--- src/rtl/rtg_defines.svh ---
/*
  Widths and configuration addresses for the RTG display path.
  Include wherever a width or register address is needed.
*/
`ifndef RTG_DEFINES_SVH
`define RTG_DEFINES_SVH

//////////////////////////////////////////////////////////////////////
// data widths
//////////////////////////////////////////////////////////////////////

`define RTG_WORD_W    16   // one fetched pixel word
`define RTG_COLOR_W   8    // per colour channel
`define RTG_PWIDTH_W  4    // clocks per fetch, minus one
`define RTG_VBEND_W   7    // lines hidden after vblank
`define RTG_CLUT_AW   8    // 256 colour table entries

//////////////////////////////////////////////////////////////////////
// configuration address map
//////////////////////////////////////////////////////////////////////

`define RTG_CFG_AW    9    // 512 locations in all

// mode register; wdata[13:0] = {ena, clut, ext, pixelwidth, vbend}
`define RTG_ADDR_MODE 9'd0

// colour table window, 256..511; wdata = {r, g, b}
`define RTG_CLUT_BASE 9'd256

`endif

--- src/rtl/rtg_blank_gen.sv ---
/*
  RTG blanking. Hides the first vbend lines after chipset vblank,
  counted on hsync rising edges, and merges in hblank.
*/
`timescale 1ns/1ps
`include "rtg_defines.svh"

module rtg_blank_gen (
  input  logic                    clk_114,
  input  logic                    arst_n,
  input  logic                    vblank,
  input  logic                    hblank,
  input  logic                    chip_hsync,
  input  logic [`RTG_VBEND_W-1:0] vbend,
  output logic                    rtg_blank,
  output logic                    rtg_blank_d
);

  logic                    hsync_d;     // previous hsync sample
  logic                    hsync_rise;  // one clock per line
  logic                    rtg_vblank;  // top of frame still hidden
  logic [`RTG_VBEND_W-1:0] vb_cnt;      // lines since vblank fell

  assign hsync_rise = chip_hsync & ~hsync_d;

  always_ff @(posedge clk_114 or negedge arst_n) begin
    if (!arst_n) begin
      hsync_d    <= 1'b0;
      rtg_vblank <= 1'b1;  // hidden until the first frame
      vb_cnt     <= '0;
      rtg_blank_d <= 1'b1;
    end else begin
      hsync_d     <= chip_hsync;
      rtg_blank_d <= rtg_blank;
      if (vblank) begin               // frame start, restart the count
        rtg_vblank <= 1'b1;
        vb_cnt     <= '0;
      end else if (vb_cnt == vbend) begin
        rtg_vblank <= 1'b0;           // reached the visible area
      end else if (hsync_rise) begin
        vb_cnt <= vb_cnt + 1'b1;
      end
    end
  end

  assign rtg_blank = rtg_vblank | hblank;

endmodule

--- config.mk ---
export PLATFORM = sky130hd
export DESIGN_NAME = rtg_blank_gen
export DESIGN_NICKNAME = d
export VERILOG_FILES = /design/src/rtl/rtg_blank_gen.sv
export VERILOG_INCLUDE_DIRS = /design/src /design/src/rtl
export SDC_FILE = /design/constraint.sdc
export NUM_CORES = 1
export LEC_CHECK = 0
export ABC_AREA = 0
export BUFFER_PORTS_ARGS = -buffer_cell sky130_fd_sc_hd__buf_2
export CORE_AREA = 2 2 39 41
export DETAILED_ROUTE_END_ITERATION = 10
export DIE_AREA = 0 0 41 43
export HOLD_SLACK_MARGIN = 0.12
export PLACE_DENSITY_LB_ADDON = 0.12
export SYNTH_ARGS = -nofsm -noshare
export SYNTH_HDL_FRONTEND = slang
export SYNTH_SLANG_ARGS = --single-unit
--- constraint.sdc ---
create_clock -name clk_114 -period 1.7 [get_ports clk_114]
set_input_delay 0 -clock clk_114 [delete_from_list [all_inputs] [get_ports clk_114]]
set_output_delay 0 -clock clk_114 [all_outputs]
set_load 0.01 [all_outputs]
### Word level (Yosys, flattened, before mapping)

Index checks and enable logic that the tools add are counted.
W data, S select, Z words.

* register bits after elaboration: 10
* bits of input ports: 12
* word-level logic and storage cells: 18

* add/subtract/negate cells: 1
* equal/unequal tests: 2
* muxes and demuxes: 5
* bitwise logic cells: 3
* reductions and logical operators: 3

Operator list (count)
* $mux W7: 3
* $add A7 B1 Y7 const B: 1
* $eq A7 B7 Y1: 1
* $reduce_bool A2 Y1: 2
* $mux W1: 2
* $ne A2 B2 Y1 const B: 1
* $reduce_and A2 Y1: 1
* $and A1 B1 Y1: 1
* $not A1 Y1: 1
* $or A1 B1 Y1: 1

### Longest topological paths before layout

* depth after elaboration: 5
* gate-level depth with buffers: 6
* depth with buffers taken out: 5

### Worst setup path before layout

OpenSTA, ideal clock, no wires.

* kind: reg-to-reg
* start: reg vb_cnt[0]
* end: reg vb_cnt[3]
* setup time: 0.078 ns
* arrival: 1.564 ns
* setup slack: 0.058 ns
* stages on the path, launching flop included: 7
* clock period less this slack: 1.642 ns
* cell sequence: dfrtp_1 xor2_1 nor4_1 a211o_1 buf_2 or3_1 a21oi_1

* cells in the longest elaborated chain, start to end: 4
* elaborated cells on any way between the ends: 7
* classes of those cells: 1 x add/sub; 2 x eq/ne; 3 x mux; 1 x reduce/logical

RTL lines
* start, declared: RTL line rtg_blank_gen.sv:22 `` logic [`RTG_VBEND_W-1:0] vb_cnt; ``
* start signal, assigned: RTL line rtg_blank_gen.sv:41 `vb_cnt <= vb_cnt + 1'b1;`
* $add A7 B1 Y7: RTL line rtg_blank_gen.sv:41
* $mux W7: RTL line rtg_blank_gen.sv:40 `end else if (hsync_rise) begin`
* $mux W7: RTL line rtg_blank_gen.sv:38 `end else if (vb_cnt == vbend) begin`
* $mux W7: RTL line rtg_blank_gen.sv:35 `if (vblank) begin`

Several ways; a longest one is shown, not always the timed one. The select of a mux whose other input is x is not followed.
A chain may end at the register's enable or synchronous reset.

### Worst setup path in the final report

* start: reg vb_cnt[6]
* end: reg vb_cnt[6]

The elaborated chain is that of the path after synthesis.

==> metrics.cfg <==
[yosys]
yosysSeqAreaShare=0.487
synth-async-reset-ratio=1.00
syn-instance-count=52
ys_types=21
synth_compound_area_frac=0.137
yosys.area.top_type=dfrtp_1
ys.flop_type=dfrtp_1
synth_adder_area_share=0.0241
yosys-top-cells-count=8 x dfrtp_1, 8 x xor2_1, 5 x a21oi_1
ys_seq_elements=10
synth_top_family_by_area=simple AND/OR/NAND/NOR gates
synth_top_cell_area_share=0.386
synth_edf_count=0
yosys-top-cells-area=dfrtp_1 39%, xor2_1 13%, dfstp_2 10%
syn-cell-area_um2=519
yosys.area_share.simple=0.166
synth_mux_area_frac=0.0193
syn_area_per_cell_um2=9.99
synth-xor-area-share=0.135
synth_nets=65
yosysWarnings=0

[worst_setup_path]
timing_worst_setup_path_type=reg -> reg
cp_data_arrival_time_ns=1.95
worstSetupEndpointType=flip-flop
cp.required_ns=1.91
crit_fanout=4
critPathLaunchType=flip-flop

[floorplan]
die_area_mm2=0.00176
fp-row-count=14
die_h_um=43
chipWidth_um=41
io_pins=14
core_area_mm2=0.00138
initial_utilization=0.375

[global_route]
grt_pass1_wl_mm=1.81
grt_max_degree=9
overflow=0
grt_pass1_vias=432
track_usage=0.157
antenna_found_initial=0

[power_and_ir_drop]
ir_drop_v=0.000408
power.total_mw=0.541
cellPowerDensity_mw_per_mm2=678
p_leak_nw=0.375

[run_status]
violations=setup timing
status=complete, but fails checks

[clock_tree]
clockBufferDepth=2
cts.clk_slew.worst_paths_ns=0.08
cts_tree=built
clock-root-buffer=clkbuf_4
cts_num_sinks=10
clock_latency_ns=0.27
cts_buffers=3
htreeDepth=1

[timing]
fmax_mhz=575
hold_viol=0
finClkSkew_ns=0.00472
drv_slew=0
relSlewSlack=0.743
worst_pin_slew_ns=0.384
setup_viol=3
hold_slack_ns=0.212
fin_crit_ns=1.74
setup_ws_ns=-0.0400
rsz0062_at_grt=yes
finalCritPeriodShare=1.02

[drt]
vias=486
wl_per_cell_um=11.9
first_iter_violations=11
dr.pass1.iters=4
wirelength_mm=1.18
route.detailed.drc=0
antenna_left=0
viasPerCell=4.91

[placed_design]
io_buffers=13
placed_cell_area_um2=663
routabilityCongestion=0.755
pre_cts_ws_ns=-0.00236
hpwl_um=819

[finish]
n_antenna_cell=0
syn2layout_area_growth_pct=53.5
drive_gt1_frac=0.434
fin_util=0.576
fin_area_um2=797
final_net_count=97

[flow_run]
maxCapViolCount=0

[hold_path]
min_path_type=in -> async

[where the power goes]
part           total [mW]  internal, mW  switching, mW
Combinational      0.0700        0.0368         0.0332
Clock               0.225         0.130         0.0943
Sequential          0.246         0.243        0.00334
[routing by layer]
layer	vias up	global-route usage	routed length [um]
met5	-	0	0
met4	0	0.0800	20
met3	2	0.0314	41
li1	246	-	-
met2	11	0.222	560
met1	227	0.219	553
[state kept, by name, summed over array words and instances (netlist names)]
signal	cells
vb_cnt	7
rtg_vblank	1
hsync_d	1
rtg_blank_d	1
[area by class of cell]
cell class | count | area [um^2]
Fill cell | 131 | 587
Multi-Input combinational cell | 38 | 279
Sequential cell | 10 | 253
Timing Repair Buffer | 29 | 201
Clock buffer | 4 | 36.3
Tap cell | 16 | 20.0
Inverter | 2 | 7.51
[through the flow]
stage	TNS, ns	cells
after global placement	-0.0646	88
after detailed placement	-0.00299	88
after floorplan	0	52
final	-0.0853	99
after CTS	0	98
after global routing	-0.458	99
[worst paths after layout]
check / startpoint / end / slack, ns / cells after the start
hold / removal: arst_n / rtg_blank_d / 0.21 / 2
setup / recovery: vb_cnt[6] / vb_cnt[6] / -0.04 / 5
hold reg to reg: rtg_vblank / rtg_vblank / 0.51 / 1
max in group asynchronous: arst_n / vb_cnt[1] / 0.69 / 3
min in group clk_114: vbend[4] / rtg_vblank / 0.22 / 5
setup reg to reg: vb_cnt[6] / vb_cnt[6] / -0.04 / 5
[kinds of logic (layout without fill, tap and decap cells)]
family / Yosys count / after routing
compound gates: 12 / 12
fa+ha+maj: 1 / 1
mux: 1 / 1
xor+xnor: 8 / 8
buf+inv: 4 / 35
simple gates: 16 / 16
flops: 10 / 10
[layout by cell type, fill, tap and decap left out, drive strengths merged, types with 2 or more instances in the layout]
cell and n:
nand3 4, nand2 2, dlygate4sd3 5, inv 2, dfstp 2, buf 24
clkbuf 4, o21ai 3, xor2 8, o31ai 2, nor2 2, a21oi 5
dfrtp 8, or4 2, or3 3
[worst max-delay path, cell delays in order (launching register included)]
cell and delay, ns:
dfrtp_1 0.39, xor2_1 0.19, nor4_2 0.07, a211o_1 0.35
or4_4 0.53, a21oi_2 0.13
[timing repair]
action	CTS	global route
endpoints found under the setup margin	4	7
hold buffers	5	0
hold endpoints to repair	20	0
pin swaps	4	8
resized for setup	0	6
buffers inserted	1	1
Note: power is estimated with default switching activity, not from simulation.
