### src/rtl/rtg_defines.svh
/*
  Widths and configuration addresses for the RTG display path.
  Include wherever a width or register address is needed.
*/
`ifndef RTG_DEFINES_SVH
`define RTG_DEFINES_SVH

//////////////////////////////////////////////////////////////////////
// data widths
//////////////////////////////////////////////////////////////////////

`define RTG_WORD_W    16   // one fetched pixel word
`define RTG_COLOR_W   8    // per colour channel
`define RTG_PWIDTH_W  4    // clocks per fetch, minus one
`define RTG_VBEND_W   7    // lines hidden after vblank
`define RTG_CLUT_AW   8    // 256 colour table entries

//////////////////////////////////////////////////////////////////////
// configuration address map
//////////////////////////////////////////////////////////////////////

`define RTG_CFG_AW    9    // 512 locations in all

// mode register; wdata[13:0] = {ena, clut, ext, pixelwidth, vbend}
`define RTG_ADDR_MODE 9'd0

// colour table window, 256..511; wdata = {r, g, b}
`define RTG_CLUT_BASE 9'd256

`endif

### src/rtl/rtg_pkg.sv
/*
  Types shared by the RTG display blocks and the testbench.
  Refer to them as rtg_pkg::name.
*/
`include "rtg_defines.svh"

package rtg_pkg;

  // one 24-bit colour
  typedef struct packed {
    logic [`RTG_COLOR_W-1:0] r;
    logic [`RTG_COLOR_W-1:0] g;
    logic [`RTG_COLOR_W-1:0] b;
  } rgb_t;

  // mode register, msb first as written on cfg_wdata
  typedef struct packed {
    logic                     ena;        // RTG screen on
    logic                     clut;       // 8-bit indexed instead of RGB555
    logic                     ext;        // one extra fetch at blank start
    logic [`RTG_PWIDTH_W-1:0] pixelwidth; // clocks per fetch - 1
    logic [`RTG_VBEND_W-1:0]  vbend;      // lines to hide after vblank
  } rtg_mode_t;

endpackage

### src/rtl/rtg_config_regs.sv
/*
  Configuration write decoder. One write per cycle of cfg_we loads
  the mode register or is passed on as a colour table write.
*/
`timescale 1ns/1ps
`include "rtg_defines.svh"

module rtg_config_regs (
  input  logic                    clk_114,
  input  logic                    arst_n,
  input  logic                    cfg_we,
  input  logic [`RTG_CFG_AW-1:0]  cfg_addr,
  input  logic [23:0]             cfg_wdata,
  output rtg_pkg::rtg_mode_t      mode,
  output logic                    clut_we,
  output logic [`RTG_CLUT_AW-1:0] clut_waddr,
  output rtg_pkg::rgb_t           clut_wdata
);

  localparam int MODE_W = $bits(rtg_pkg::rtg_mode_t);

  logic mode_hit; // write to the mode register
  logic clut_hit; // write inside the colour table window

  //////////////////////////////////////////////////////////////////////
  // address decode
  //////////////////////////////////////////////////////////////////////

  always_comb begin
    mode_hit = cfg_we && (cfg_addr == `RTG_ADDR_MODE);
    clut_hit = cfg_we && (cfg_addr >= `RTG_CLUT_BASE);
  end

  //////////////////////////////////////////////////////////////////////
  // mode register
  //////////////////////////////////////////////////////////////////////

  always_ff @(posedge clk_114 or negedge arst_n) begin
    if (!arst_n) begin
      mode <= '0; // RTG off, chipset passes through
    end else if (mode_hit) begin
      mode <= rtg_pkg::rtg_mode_t'(cfg_wdata[MODE_W-1:0]);
    end
  end

  // colour table write goes straight to the RAM, visible next cycle
  // window base sits on a power of two, so the low bits are the entry
  assign clut_we    = clut_hit;
  assign clut_waddr = cfg_addr[`RTG_CLUT_AW-1:0];  // offset into window
  assign clut_wdata = rtg_pkg::rgb_t'(cfg_wdata);  // {r, g, b}

endmodule

### config.mk
export PLATFORM = sky130hd
export DESIGN_NAME = rtg_config_regs
export DESIGN_NICKNAME = d
export VERILOG_FILES = /design/src/rtl/rtg_pkg.sv /design/src/rtl/rtg_config_regs.sv
export VERILOG_INCLUDE_DIRS = /design/src /design/src/rtl
export SDC_FILE = /design/constraint.sdc
export NUM_CORES = 1
export LEC_CHECK = 0
export BUFFER_PORTS_ARGS = -buffer_cell sky130_fd_sc_hd__buf_2
export CORE_MARGIN = 2
export CORE_UTILIZATION = 39
export DETAILED_ROUTE_END_ITERATION = 8
export PLACE_DENSITY = 0.82
export REMOVE_ABC_BUFFERS = 1
export SYNTH_ARGS = -nofsm -noshare
export SYNTH_HDL_FRONTEND = slang
export SYNTH_SLANG_ARGS = --single-unit
export TNS_END_PERCENT = 1
### constraint.sdc
create_clock -name clk_114 -period 1.4 [get_ports clk_114]
set_clock_uncertainty 0.2 [all_clocks]
set_input_delay 0.21 -clock clk_114 [delete_from_list [all_inputs] [get_ports clk_114]]
set_output_delay 0.21 -clock clk_114 [all_outputs]
set_load 0.01 [all_outputs]
* Word level (Yosys, flattened, before mapping) *
Cells that the tools add are included.

cells by class
  reduce and logical (&&, ||, !) cells = 3
  $lt $le $gt $ge = 1

operator list
  operator                                                  count
  greater-or-equal comparator 9 bit, second input constant  1
  zero test 9 bit                                           1
  logical AND 1 bit                                         2

storage, ports and cells
  word-level logic and storage cells = 9
  input bits = 36
  output and inout bits = 47
  bits in registers = 14

* Longest topological paths before layout *
Gate-level depths: netlist of run 1.

  word-level depth = 2
  depth in mapped cells = 4
  mapped depth without buffers = 3

* Least setup slack after synthesis of run 1 *
OpenSTA, ideal clock, no wires.

  kind = in2reg
  start point = input port cfg_addr[7]
  end point = register mode[0] (netlist bit)
  library setup time = 125 ps
  data required time = 1075 ps
  path buffers = 1
  cell stages on the path = 4
  data arrival time = 1093 ps
  path slack = -18 ps
  cell sequence = nor4b_4 nand3_4 buf_6 mux2_4

between the ends
  longest elaborated chain between the ends = 2

ends and longest elaborated chain
  element                           RTL line               RTL
  start, declared                   rtg_config_regs.sv:12  input logic [`RTG_CFG_AW-1:0] cfg_addr,
  zero test 9 bit (no source line)  --
  logical AND 1 bit                 rtg_config_regs.sv:30  mode_hit = cfg_we && (cfg_addr == `RTG_ADDR_MODE);
  end signal, assigned              rtg_config_regs.sv:42  mode <= rtg_pkg::rtg_mode_t'(cfg_wdata[MODE_W-1:0]);
  end, declared                     rtg_config_regs.sv:14  output rtg_pkg::rtg_mode_t mode,

No other way between the ends.
A chain may end at the register's enable or synchronous reset.

* Worst setup path after layout of run 1 *
  start point = input port cfg_addr[7]
  end point = register mode[9] (netlist bit)

Same word-level chain as after synthesis.

==> results.toml, run 1 <==
[sta]
finalSetupViolations = 0
fmax_mhz = 766
min_period_ns = 1.31
whs_ns = 0.181
rsz0062_at_grt = "no"
tightest_slew_ns = 0.325
slew_viol_final = 0
slew_headroom_pct = 78.4
finalCritPeriodShare_pct = 93.2
final-hold-violation-count = 0

[synthesis]
synth_area_um2 = 870
netlist_top_cells_area = "dfrtp_1 40%, buf_4 28%, mux2_4 17%"
synth_cells = 66
avgSynthCellArea_um2 = 13.2
synth_seq_cells = 14
synth.top_cell.area_share_pct = 40.3
synth_area_leader_cell = "dfrtp_1"
synth_warnings = 0
ys_types = 10
yosysSeqAreaShare_pct = 40.3

[drt]
dr.pass1.iters = 2
antenna_left = 0
drt_iter0_drc = 3
drc = 0
wl_per_cell_um = 13.9
viasPerCell = 4.32
num_vias = 622
routed_wl_mm = 2.00

[critical_path]
crit_required_ns = 1.36
critPathCaptureType = "flop"
cp_num_buf_inv = 2
regToRegSetupSlack_ns = 0.44
critical_path.slowest_cell = "nor4b_4"
worstPathCellList = "buf_2, nor4b_4, nand3_4, buf_12, mux2_4"
path_max_fanout = 11
cp.arrival_ns = 1.26
critPathKind = "input port to flop"
slowest_delay_ns = 0.33
critPathLaunchType = "input port"
crit_family = "simple AND/OR/NAND/NOR gates"

[clocking]
cts_made_buffers = 3
clockBufferDepth = 2
postCtsSetupBuffers = 0
cts.htree.levels = 1
clk_pin_slew_ns = 0.08
cts-root-buf = "clkbuf_4"
cts_tree = "yes"
cts_sinks = 14
clkLatencyLatePin_ns = 0.27
ctsResizeCount = 0

[layout]
largestRegisters = "mode: 14 flops"
largest_register_ffs = 14
area_delta_synth_final_pct = 35.4
fillCellCount = 191
final_area_um2 = 1180
fin_nets = 153
drive_above_1_share_pct = 73.3
top_register = "mode"
final_cells = 144
diodes = 0
final_core_util_pct = 54.3

[worst_hold_path]
hold_path.class = "input port to async pin"

[die]
fp.coreArea_um2 = 2170
io_pins = 83
rows = 17
start_util_pct = 40.1
fp.dieH_um = 51.2
die_w_um = 51.2
dieArea_um2 = 2620

[power_and_ir_drop]
leakage_nw = 0.695
p_per_area_nw_per_um2 = 748
vdd_ir_drop_max_mv = 0.599

[global_route]
gr-usage-all-layers_pct = 16.8
grt_max_degree = 15
grt_pass1_vias = 623
grt_antenna_before_repair = 0
grt_pass1_wl_mm = 3.13
grt-ovfl-total = 0

[placed_design]
io_buffers = 62
gp_congestion = 0.616
placed_area_um2 = 991
placed_cells = 125

[run]
maxCapViolations = 0

[status]
status = "finished clean"
==> cell type report <==
cell class,count,area [um^2],share of cell area [%]
Sequential cell,14,350,29.8
Clock buffer,4,36.3,3.08
Multi-Input combinational cell,19,268,22.7
Timing Repair Buffer,79,488,41.4
Tap cell,28,35.0,2.98
==> timing repair <==
action | CTS | global route
setup endpoints to repair | 0 | 0
hold buffers | 15 | 0
endpoints found under the hold margin | 28 | 0
==> cell usage in the layout (no fill, tap or decap) <==
master         instances
buf_2                 62
nor4_4                 1
buf_12                 1
nor4b_4                1
dlygate4sd3_1         15
nand3_4                1
mux2_4                10
and2_1                 1
nor2_1                 1
dfrtp_1               14
buf_4                  1
clkbuf_8               1
clkbuf_4               3
mux2_2                 4
==> cells by family (layout without fill, tap and decap cells) <==
| kind of cell | after synthesis | in the layout | synth area share, % |
|---|---|---|---|
| AND/OR/NAND/NOR | 5 | 5 | 8.35 |
| flip-flops | 14 | 14 | 40.3 |
| multiplexers | 14 | 14 | 22.4 |
| buffers and inverters | 33 | 83 | 28.9 |
==> per-stage QoR <==
step	power [mW]	setup WS, ns	setup TNS, ns
after floorplan	0.457	-0.0131	-0.131
after global placement	0.573	-0.127	-1.65
after detailed placement	0.578	-0.189	-2.47
after CTS	0.897	0.107	0
after global routing	0.936	0.0837	0
final	0.880	0.0948	0
==> per-layer routing <==
layer  vias up  wire length (um)  share of wire [%]  global-route usage, %
met2        36              1040                 52                   28.8
met3         0               302                 15                   14.9
met1       298               659                 33                   15.0
met5         -                 0                  0                      0
met4         0                 0                  0                   2.63
li1        288                 -                  -                      -
==> path summary, 6_finish.rpt <==
| kind | start | endpoint | depth (start not counted) |
|---|---|---|---|
| setup / recovery | cfg_addr[7] | mode[9] | 5 |
| hold / removal | arst_n | mode[10] | 2 |
| setup reg to reg | mode[13] | mode[13] | 1 |
| hold reg to reg | mode[7] | mode[7] | 1 |
| max in group asynchronous | arst_n | mode[4] | 2 |
| min in group clk_114 | cfg_wdata[18] | clut_wdata[18] | 0 |
==> cell usage after synthesis <==
cell and count:
buf_4 32, dfrtp_1 14, mux2_4 10, mux2_2 4, and2_1 1, buf_6 1
nand3_4 1, nor2_1 1, nor4_4 1, nor4b_4 1
==> where the power goes <==
group          total, mW  internal [mW]  switching (mW)
Sequential         0.420          0.415         0.00570
Combinational      0.181          0.100          0.0805
Clock              0.279          0.158           0.121
(Power assumes the default switching activity.)
==> run 2, diff against run 1 <==
--- a/config.mk
+++ b/config.mk
@@ -10,7 +10,7 @@
 export CORE_MARGIN = 2
 export CORE_UTILIZATION = 39
 export DETAILED_ROUTE_END_ITERATION = 8
-export PLACE_DENSITY = 0.82
+export PLACE_DENSITY = 0.85
 export REMOVE_ABC_BUFFERS = 1
 export SYNTH_ARGS = -nofsm -noshare
 export SYNTH_HDL_FRONTEND = slang
==> run 2 against run 1 <==
- core utilization down 1.3 points
- combinational power about the same
- routed wire length down 5.3%
- non-clock buffer count down 2
- sequential share of layout area up 0.71 points
==> results.toml, run 2 (synthesis results as in run 1) <==
[status]
status = "finished clean"

[worst_hold_path]
hold_path.class = "input port to async pin"

[critical_path]
critical_path.slowest_cell = "mux2_4"
crit_family = "simple AND/OR/NAND/NOR gates"
slowest_delay_ns = 0.37
cp_num_buf_inv = 1
worstPathCellList = "buf_2, nor4_4, nand3_4, mux2_4"
path_max_fanout = 14
critPathLaunchType = "input port"
critPathKind = "input port to flop"
crit_required_ns = 1.36
cp.arrival_ns = 1.29
critPathCaptureType = "flop"

[clocking]
clk_pin_slew_ns = 0.09
clkLatencyLatePin_ns = 0.27
cts-root-buf = "clkbuf_4"
cts_made_buffers = 3
cts.htree.levels = 1
cts_sinks = 14
clockBufferDepth = 2
cts_tree = "yes"

[layout]
largestRegisters = "mode: 14 flops"
diodes = 0
layout.cells.most_common = "buf_2"
layout_common_cells = "62 x buf_2, 15 x dlygate4sd3_1, 14 x dfrtp_1, 10 x mux2_4, 4 x mux2_2"
multiInputGateArea_um2 = 268
final_cells = 142
seqCellArea_um2 = 350
largest_register_ffs = 14
fin_nets = 151
area_delta_synth_final_pct = 32.2
fillCellCount = 217
drive_above_1_share_pct = 72.8
final_area_um2 = 1150
top_register = "mode"

[global_route]
gr-usage-all-layers_pct = 16.2
grt_antenna_before_repair = 0
grt_pass1_wl_mm = 3.11
grt_max_degree = 15
grt-ovfl-total = 0
grt_pass1_vias = 709

[drt]
drt_iter0_drc = 0
antenna_left = 0
wl_per_cell_um = 13.3
dr.pass1.iters = 1
routed_wl_mm = 1.89
drc = 0
num_vias = 642
viasPerCell = 4.52

[placed_design]
dp.final_hpwl_mm = 1.41
io_buffers = 62
placed_cells = 123
post-place-ws_ns = -0.243
placed_area_um2 = 963
gp_congestion = 0.696

[power_and_ir_drop]
leakage_nw = 0.681
p_per_area_nw_per_um2 = 770
vdd_ir_drop_max_mv = 0.407

[sta]
finalSetupViolations = 0
slew_viol_final = 0
finalCritPeriodShare_pct = 95.5
final-hold-violation-count = 0
fmax_mhz = 748
rsz0062_at_grt = "no"
slew_headroom_pct = 78.5
tightest_slew_ns = 0.322
setup_slack_ns = 0.0636
min_period_ns = 1.34

[run]
maxCapViolations = 0

[die]
start_util_pct = 40.1
die_w_um = 51.2
fp.coreArea_um2 = 2170
io_pins = 83
rows = 17
fp.dieH_um = 51.2
dieArea_um2 = 2620
run 2: area by class of cell:
cell class	count	area share, %
clock buffer	4	3.16
tap	28	3.05
multi-input combinational	19	23.3
timing repair buffer	77	40.0
sequential	14	30.5
run 2: power breakdown:
group | leakage [nW] | total, mW | switching (mW) | internal, mW
logic | 0.465 | 0.180 | 0.0804 | 0.100
registers | 0.194 | 0.420 | 0.00532 | 0.415
clock network | 0.0210 | 0.285 | 0.127 | 0.158
run 2: what timing repair did:
action	CTS	global route
endpoints found under the hold margin	28	0
hold buffers	15	0
buffers inserted	0	0
gates resized for setup	0	0
run 2: final timing paths:
check                                   start             end  slack [ns]  cells past startpoint
worst max-delay path              cfg_addr[1]         mode[2]        0.06                      4
worst min-delay path                   arst_n         mode[1]        0.16                      2
worst max register to register        mode[6]         mode[6]        0.44                      1
worst min register to register       mode[13]        mode[13]        0.31                      1
max in group asynchronous              arst_n         mode[0]        0.59                      2
min in group clk_114            cfg_wdata[14]  clut_wdata[14]        0.22                      0
run 2: stage by stage:
| step | setup TNS (ns) | hold WS [ns] | utilization, % | total power, mW |
|---|---|---|---|---|
| after floorplan | -0.131 | -0.286 | - | 0.457 |
| final | 0 | 0.163 | 53.0 | 0.885 |
| after global routing | 0 | 0.192 | 53.0 | 0.941 |
| after global placement | -2.97 | -0.0744 | 44.4 | 0.573 |
| after CTS | 0 | 0.148 | 53.0 | 0.909 |
| after detailed placement | -3.25 | -0.0735 | 44.4 | 0.577 |
run 2: metal layers:
metal  GRT usage, %  vias to the layer above  part of all wire (%)
met2           31.4                       61                    54
li1               -                      283                     -
met4           3.95                        0                     0
met3           7.31                        0                    14
met5              0                        -                     0
met1           15.2                      298                    32
