[config.mk]
export PLATFORM = sky130hd
export DESIGN_NAME = rtg_fetch_timing
export DESIGN_NICKNAME = d
export VERILOG_FILES = /design/src/rtl/rtg_pkg.sv /design/src/rtl/rtg_fetch_timing.sv
export VERILOG_INCLUDE_DIRS = /design/src /design/src/rtl
export SDC_FILE = /design/constraint.sdc
export NUM_CORES = 1
export LEC_CHECK = 0
export BUFFER_PORTS_ARGS = -buffer_cell sky130_fd_sc_hd__buf_2
export CELL_PAD_IN_SITES_DETAIL_PLACEMENT = 1
export CELL_PAD_IN_SITES_GLOBAL_PLACEMENT = 1
export CORE_AREA = 5 5 42 44
export CTS_CLUSTER_DIAMETER = 30
export DETAILED_ROUTE_END_ITERATION = 6
export DIE_AREA = 0 0 47 49
export PLACE_DENSITY = 0.78
export SETUP_SLACK_MARGIN = 0.02
export SKIP_LAST_GASP = 1
export SLEW_MARGIN = 15
export SYNTH_ARGS = -nofsm -noshare
export SYNTH_HDL_FRONTEND = slang
export SYNTH_SLANG_ARGS = --single-unit
[constraint.sdc]
create_clock -name clk_114 -period 1.93 [get_ports clk_114]
set_clock_uncertainty 0.2 [all_clocks]
set_input_delay 0.0965 -clock clk_114 [delete_from_list [all_inputs] [get_ports clk_114]]
set_output_delay 0.0965 -clock clk_114 [all_outputs]
set_load 0.02 [all_outputs]
[src/rtl/rtg_defines.svh]
/*
  Widths and configuration addresses for the RTG display path.
  Include wherever a width or register address is needed.
*/
`ifndef RTG_DEFINES_SVH
`define RTG_DEFINES_SVH

//////////////////////////////////////////////////////////////////////
// data widths
//////////////////////////////////////////////////////////////////////

`define RTG_WORD_W    16   // one fetched pixel word
`define RTG_COLOR_W   8    // per colour channel
`define RTG_PWIDTH_W  4    // clocks per fetch, minus one
`define RTG_VBEND_W   7    // lines hidden after vblank
`define RTG_CLUT_AW   8    // 256 colour table entries

//////////////////////////////////////////////////////////////////////
// configuration address map
//////////////////////////////////////////////////////////////////////

`define RTG_CFG_AW    9    // 512 locations in all

// mode register; wdata[13:0] = {ena, clut, ext, pixelwidth, vbend}
`define RTG_ADDR_MODE 9'd0

// colour table window, 256..511; wdata = {r, g, b}
`define RTG_CLUT_BASE 9'd256

`endif

[src/rtl/rtg_pkg.sv]
/*
  Types shared by the RTG display blocks and the testbench.
  Refer to them as rtg_pkg::name.
*/
`include "rtg_defines.svh"

package rtg_pkg;

  // one 24-bit colour
  typedef struct packed {
    logic [`RTG_COLOR_W-1:0] r;
    logic [`RTG_COLOR_W-1:0] g;
    logic [`RTG_COLOR_W-1:0] b;
  } rgb_t;

  // mode register, msb first as written on cfg_wdata
  typedef struct packed {
    logic                     ena;        // RTG screen on
    logic                     clut;       // 8-bit indexed instead of RGB555
    logic                     ext;        // one extra fetch at blank start
    logic [`RTG_PWIDTH_W-1:0] pixelwidth; // clocks per fetch - 1
    logic [`RTG_VBEND_W-1:0]  vbend;      // lines to hide after vblank
  } rtg_mode_t;

endpackage

[src/rtl/rtg_fetch_timing.sv]
/*
  Pixel clock counter for the RTG picture. Raises fetch_req once per
  pixelwidth+1 clocks while visible and picks the CLUT byte of a word.
*/
`timescale 1ns/1ps
`include "rtg_defines.svh"

module rtg_fetch_timing (
  input  logic               clk_114,
  input  logic               arst_n,
  input  rtg_pkg::rtg_mode_t mode,
  input  logic               rtg_blank,
  input  logic               rtg_blank_d,
  output logic               fetch_req,
  output logic               clut_sel_d
);

  logic [`RTG_PWIDTH_W-1:0] pix_cnt;  // compared against pixelwidth
  logic [`RTG_PWIDTH_W-1:0] half_cnt; // second byte point of a word
  logic                     fetch_ok; // visible, or the one extended clock
  logic                     clut_sel; // low byte is next

  assign half_cnt = mode.pixelwidth >> 1;

  // ext lets the fetch run one clock into blank
  assign fetch_ok  = !rtg_blank || (!rtg_blank_d && mode.ext);
  assign fetch_req = mode.ena && fetch_ok && (pix_cnt == mode.pixelwidth);

  //////////////////////////////////////////////////////////////////////
  // counter and byte select
  //////////////////////////////////////////////////////////////////////

  always_ff @(posedge clk_114 or negedge arst_n) begin
    if (!arst_n) begin
      pix_cnt    <= '0;
      clut_sel   <= 1'b0;
      clut_sel_d <= 1'b0;
    end else begin
      clut_sel_d <= clut_sel;
      if (rtg_blank || fetch_req) begin
        pix_cnt  <= '0;            // restart with each word
        clut_sel <= 1'b0;
      end else begin
        pix_cnt <= pix_cnt + 1'b1;
        if (pix_cnt == half_cnt) begin
          clut_sel <= 1'b1;        // halfway, switch to the low byte
        end
      end
    end
  end

endmodule

* Word-level counts from Yosys, hierarchy flattened
Cells that the tools add are included.
** Storage, ports and cells
- Flip-flop bits (word level) :: 6
- Input bits :: 18
- Output and inout bits :: 2
** Cells by class
- Add/subtract/negate cells :: 1
- Equal/unequal tests :: 2
- Muxes and demuxes :: 3
- Reduce and logical (&&, ||, !) cells :: 8
** Operators by type and width (number)
- $add A4 B1 Y4 const B :: 1
- $eq A4 B3 Y1 :: 1
- $eq A4 B4 Y1 :: 1
- $mux W4 :: 1
- $logic_and A1 B1 Y1 :: 3
- $logic_not A1 Y1 :: 2
- $logic_or A1 B1 Y1 :: 2
- $mux W1 :: 2
- $reduce_bool A2 Y1 :: 1

* Longest topological paths before layout
Gate-level depths: netlist (run 1).
- Depth in word-level cells :: 7
- Depth in mapped cells :: 3
- Depth with buffers taken out :: 3

* Least setup slack after synthesis (run 1)
OpenSTA, ideal clock, no wires.
- Path kind :: register to output
- Start :: reg pix_cnt[0]
- End :: out fetch_req
- Data arrival time :: 1.380 ns
- Data required time :: 1.633 ns
- Slack :: 0.253 ns
- Stages on the path, launching flop included :: 3
- Buffers on the path :: 0
- Cells stage by stage :: dfrtp_1 a222oi_1 and4_1
** Between the ends
- Word-level cells in the longest chain between the ends :: 2
** RTL lines
- start: declaration :: line rtg_fetch_timing.sv:18 : logic [`RTG_PWIDTH_W-1:0] pix_cnt;
- start signal: assignment :: line rtg_fetch_timing.sv:44 : pix_cnt <= pix_cnt + 1'b1;
- $eq A4 B4 Y1 :: line rtg_fetch_timing.sv:27 : assign fetch_req = mode.ena && fetch_ok && (pix_cnt == mode.pixelwidth);
- $logic_and A1 B1 Y1 :: line rtg_fetch_timing.sv:27
- end: declaration :: line rtg_fetch_timing.sv:14 : output logic fetch_req,
Every way passes these cells.

* Final worst setup path (run 1)
- Start :: reg pix_cnt[2]
- End :: out fetch_req
Same word-level chain as after synthesis.

==> out/qor.csv, run 1 <==
metric,value,unit
Unique masters post-synth,14,
final setup vio count,0,
mux cell area share after synthesis,0,%
Final WS setup,0.112,ns
GPL Wtd Cong,0.798,
LEAKAGE,0.217,nW
final layout net count,71,
clk_lat worst skew,0.24,ns
worst min path class,in2reg,
Period minus WS final,1.82,ns
first-pass GRT wire length,1440,microns
DRC Markers,0,
outcome,"complete, no violations",
main combinational cell family by area after synthesis,compound AO/OA/AOI/OAI gates,
CP max FO,6,
initial antenna violation count,0,
Synth area leader,dfrtp_1,
switching share of total power,27.3,%
Tightest Pin Transition,0.368,ns
worst slack at placement,0.357,ns
Max H-tree Level,1,
Worst Setup SP,pix_cnt[2]$_DFF_PN0_,
Combinational Power Share,23.3,%
antenna cell count,0,
"Area growth, synth to finish",41.9,%
Adder-Cell Fraction of Synth Area,3.68,%
worst path required time,1.63,ns
synthesized instance count,31,
Final ANT Viol Nets,0,
Sink Count,6,
Setup CP Type,reg2out,
largest net degree at the start of global routing,7,
die width,47,microns
setup repair after global routing missed its margin,no,
crit path to,fetch_req,
fmax,550,MHz
Worst Path Arrival,1.52,ns
flop-to-flop setup slack,0.40,ns
CTS tree,done,
Power Dens Cells,709,nW/um^2
Reg2Reg Depth,3,
clock share of power,33.0,%
IO Count,20,
drt wl/cell,12.9,microns
initial drt markers,2,
syn_area_per_cell,11.0,sq um
startpoint types,flip-flop,
CP Cell Sequence,"or2b_1, o2111a_1, and4_1, buf_2",
Synth Warn #,0,
endpoints failing hold,0,
Post-CTS Resized,0,
Tot GR Track Use,8.92,%
share of layout cells above drive strength 1,34.0,%
TritonCTS buffer count,3,
Die ar.,2300,sq um
"Seq/Total Area, Yosys",44.1,%
"Slowest-stage cell, CP",dfrtp_1,
post-DP HPWL,696,microns
synthesis-stage register bit count,6,
number of I/O port buffers,11,
most frequent cells in the layout,"buf_2 (11), xnor2_1 (6), dfrtp_1 (6)",
Synth Area in Compound Gates,23.2,%
post-synth top area share,44.1,%
final WL,853,microns
setup tns final,0,ns
Chip Height,49,microns
DR pass1 iterations,4,
crit end category,output pin,
Int Power,0.249,mW
Post-Synthesis Net Count,50,
maximum vdd drop,442,uV
xor/xnor cell area share of the yosys netlist,15.4,%
core box area,1400,sq um
setup bufs post-CTS,0,
"top cells by area, synth","dfrtp_1 (44%), xnor2_1 (15%), a311oi_1 (13%)",
overflow left after global routing,0,
num rows,14,
Fin Hold WS,0.156,ns
worst reg2reg endpoint,pix_cnt[2]$_DFF_PN0_,
part of the power in registers,43.6,%
Clock Tree Root,clkbuf_4,
vias in the first global route,370,
FF-to-FF Start,pix_cnt[2]$_DFF_PN0_,
Vias,335,
Final Cycle Share,94.2,%
"most common cell after layout, fill and taps aside",buf_2,
Initial Utilization,24.3,%
Max Slew Vio Count,0,
"Largest stage delay, worst path",0.44,ns
post-synthesis cell area,340,sq um
Psw,0.0933,mW
drt via density,5.08,
"Reg clk slew, reported paths",0.04,ns
MaxCap Viol Count,0,
Slew headroom,75.5,%
CTS Buffer Depth,2,
Post-Synth Simple-Gate Area,8.09,%
==> per-stage QoR <==
step / cell area, sq um / power [mW] / utilization [%] / cells
6_report: 483 / 0.342 / 34.5 / 66
3_5_place_dp: 430 / 0.228 / 30.7 / 60
4_1_cts: 483 / 0.351 / 34.5 / 66
2_1_floorplan: 340 / 0.190 / - / 31
3_3_place_gp: 430 / 0.224 / 30.7 / 60
5_1_grt: 483 / 0.365 / 34.5 / 66
==> critical path, delay by kind of cell (launching register included) <==
| kind | cells | cell delay (ns) |
|---|---|---|
| flops | 1 | 0.44 |
| simple gates | 2 | 0.39 |
| compound gates | 1 | 0.29 |
| buf+inv | 1 | 0.16 |
==> synth_stat cells <==
cell type / count
o2111a_1: 1
and4_1: 1
a311oi_1: 5
ha_1: 1
xnor2_1: 6
nand3_1: 1
or2b_1: 1
inv_2: 1
a41oi_1: 1
inv_1: 4
o21ai_0: 1
dfrtp_1: 6
nand2b_1: 1
a222oi_1: 1
==> logic make-up (layout without fill, tap and decap cells) <==
group / count (synthesis) / after routing
and+or+nand+nor: 4 / 4
AOI/OAI and AO/OA: 9 / 9
DFF: 6 / 6
adders and majority gates: 1 / 1
buffers and inverters: 5 / 24
xor gates and xnor gates: 6 / 6
==> power groups by stage <==
stage                     Clock (mW)  Sequential (mW)  Combinational (mW)
final                          0.113            0.149              0.0798
after global routing           0.123            0.151              0.0910
after CTS                      0.119            0.150              0.0816
after detailed placement           0            0.152              0.0765
after global placement             0            0.150              0.0731
after floorplan                    0            0.151              0.0397
==> cell type report <==
cell class	instances	area [sq um]
Fill cell	179	918
Multi-Input combinational cell	20	171
Sequential cell	6	150
Timing Repair Buffer	16	100
Clock buffer	3	22.5
Tap cell	16	20.0
Inverter	5	18.8
==> flip-flops by register name (all words and copies together), names as in the netlist <==
name,flops
clut_sel,1
pix_cnt,4
clut_sel_d,1
==> how the worst min path moves through the flow <==
stage                        from                    to  slack (ns)  cells after the start
final                     mode[8]  clut_sel$_DFFE_PN0P_        0.16                      4
after global routing      mode[8]  pix_cnt[3]$_DFF_PN0_        0.19                      4
after CTS                 mode[8]  pix_cnt[3]$_DFF_PN0_        0.15                      4
after detailed placement   arst_n  pix_cnt[1]$_DFF_PN0_       -0.28                      1
after global placement     arst_n  pix_cnt[1]$_DFF_PN0_       -0.28                      1
after floorplan            arst_n  clut_sel$_DFFE_PN0P_       -0.40                      0
==> per-layer routing <==
metal	global-route usage [%]	up-vias	share of wire (%)
li1	-	157	-
met1	10.0	164	41
met2	13.6	14	51
met3	6.64	0	7.6
met4	1.38	0	0
met5	0	-	0
==> timing repair <==
action | in CTS | in global routing
setup endpoints to repair | 0 | 0
endpoints found under the hold margin | 11 | 0
hold buffers | 3 | 0
(Power assumes the default switching activity.)
==> inputs of run 2 (changes only) <==
Settings changed: BUFFER_PORTS_ARGS -buffer_cell sky130_fd_sc_hd__buf_2 to -buffer_cell sky130_fd_sc_hd__buf_4.
==> run 2 against run 1 <==
Against the previous run: utilization rose by 3.0 points; sequential cell count did not move; worst hold slack got worse by 0.055 ns; sequential share of layout area fell by 2.5 points; largest power group unchanged; final area rose by 8.8%; clock power barely moved; critical endpoint unchanged; combinational power rose by 15%; highest routed layer is now met4; die area did not move.
==> out/qor.csv, run 2 (synthesized netlist as in run 1, its figures left out) <==
metric,value,unit
Final WS setup,0.0889,ns
CP Cell Sequence,"a222oi_1, and4_1, buf_4",
maximum vdd drop,314,uV
vias in the first global route,367,
MaxCap Viol Count,0,
Power Dens Cells,673,nW/um^2
Max Slew Vio Count,0,
Setup CP Type,reg2out,
initial drt markers,6,
Final ANT Viol Nets,0,
Chip Height,49,microns
post-layout instance area,526,sq um
"Largest stage delay, worst path",0.46,ns
CP Buf/Inv Count,1,
Worst Path Arrival,1.54,ns
final WL,879,microns
CTS tree,done,
Die ar.,2300,sq um
core box area,1400,sq um
Tightest Pin Transition,0.427,ns
max FFs per register,4,
top layer in use,met4,
most frequent cells in the layout,"buf_4 (15), xnor2_1 (6), dfrtp_1 (6)",
worst path required time,1.63,ns
Slew headroom,71.6,%
final layout net count,73,
outcome,"complete, no violations",
Regs by FF count,"pix_cnt x4, clut_sel x1, clut_sel_d x1",
Sink Count,6,
drt wl/cell,12.9,microns
worst min path class,in2reg,
worst slack at placement,0.251,ns
largest net degree at the start of global routing,7,
clk_lat worst skew,0.24,ns
startpoint types,flip-flop,
Vias,330,
num rows,14,
post-DP HPWL,664,microns
die width,47,microns
IO Count,20,
overflow left after global routing,0,
Fin Hold WS,0.101,ns
drt via density,4.85,
crit end category,output pin,
DRC Markers,0,
fmax,543,MHz
CTS Buffer Depth,2,
GPL Wtd Cong,0.778,
most flop-heavy register,pix_cnt,
DR pass1 iterations,4,
initial antenna violation count,0,
wire length on met3,48,microns
endpoints failing hold,0,
Period minus WS final,1.84,ns
share of layout cells above drive strength 1,36.5,%
Max H-tree Level,1,
WL met2,445,microns
"Area growth, synth to finish",54.4,%
area of the multi-input gates,171,sq um
antenna cell count,0,
LEAKAGE,0.235,nW
area of placed instances,458,sq um
Post-CTS Resized,0,
setup tns final,0,ns
CP max FO,6,
first-pass GRT wire length,1530,microns
number of I/O port buffers,11,
total power,0.354,mW
Initial Utilization,24.3,%
register area,150,sq um
Clock Tree Root,clkbuf_4,
"most common cell after layout, fill and taps aside",buf_4,
TritonCTS buffer count,3,
"Slowest-stage cell, CP",a222oi_1,
Final Cycle Share,95.4,%
filler instances,179,
Crit path max-delay family,compound AO/OA/AOI/OAI gates,
Tot GR Track Use,9.42,%
final setup vio count,0,
"Reg clk slew, reported paths",0.04,ns
M1 wire length,378,microns
[run 2: cell types whose count changed in the layout (fill, tap and decap cells not counted), sizes merged]
cell  previous run  this run
buf             13        15
[run 2: worst register-to-register path, delay by kind of cell (launching register included)]
kind	cells	cell delay [ns]
AOI/OAI and AO/OA	2	0.54
buffers and inverters	3	0.40
DFF	1	0.44
[run 2: stage by stage]
stage	utilization, %	std cells
after CTS	37.0	67
final	37.5	68
after global placement	32.7	60
after floorplan	-	31
after detailed placement	32.7	60
after global routing	37.5	68
[run 2: path summary, 6_finish.rpt]
| kind | startpoint | to | slack (ns) | cells past startpoint |
|---|---|---|---|---|
| max | pix_cnt[0]$_DFF_PN0_ | fetch_req | 0.09 | 3 |
| min | mode[10] | clut_sel$_DFFE_PN0P_ | 0.10 | 4 |
| max reg2reg | pix_cnt[0]$_DFF_PN0_ | pix_cnt[3]$_DFF_PN0_ | 0.20 | 5 |
| min reg2reg | clut_sel$_DFFE_PN0P_ | clut_sel_d$_DFF_PN0_ | 0.18 | 0 |
| max in group asynchronous | arst_n | clut_sel_d$_DFF_PN0_ | 0.74 | 3 |
| min in group asynchronous | arst_n | pix_cnt[2]$_DFF_PN0_ | 0.58 | 3 |
[run 2: report_power, final]
group / switching (mW) / total [mW] / internal, mW
Sequential: 0.0120 / 0.149 / 0.137
Combinational: 0.0392 / 0.0915 / 0.0523
Clock: 0.0433 / 0.113 / 0.0702
[run 2: area by class of cell]
class / instances / area share [%]
inverter: 5 / 3.57
sequential: 6 / 28.6
multi-input combinational: 20 / 32.6
clock buffer: 3 / 4.29
tap: 16 / 3.81
timing repair buffer: 18 / 27.1
[run 2: routing by layer]
layer	vias up	GRT usage, %
met5	-	0
met4	0	5.53
met3	2	4.43
met2	9	13.6
met1	159	11.0
li1	160	-
[run 2: timing repair]
item,4_1_cts,5_1_grt
setup buffers,1,1
hold buffers,3,0
hold endpoints to repair,11,0
setup endpoints to repair,1,1
pin swaps,1,1
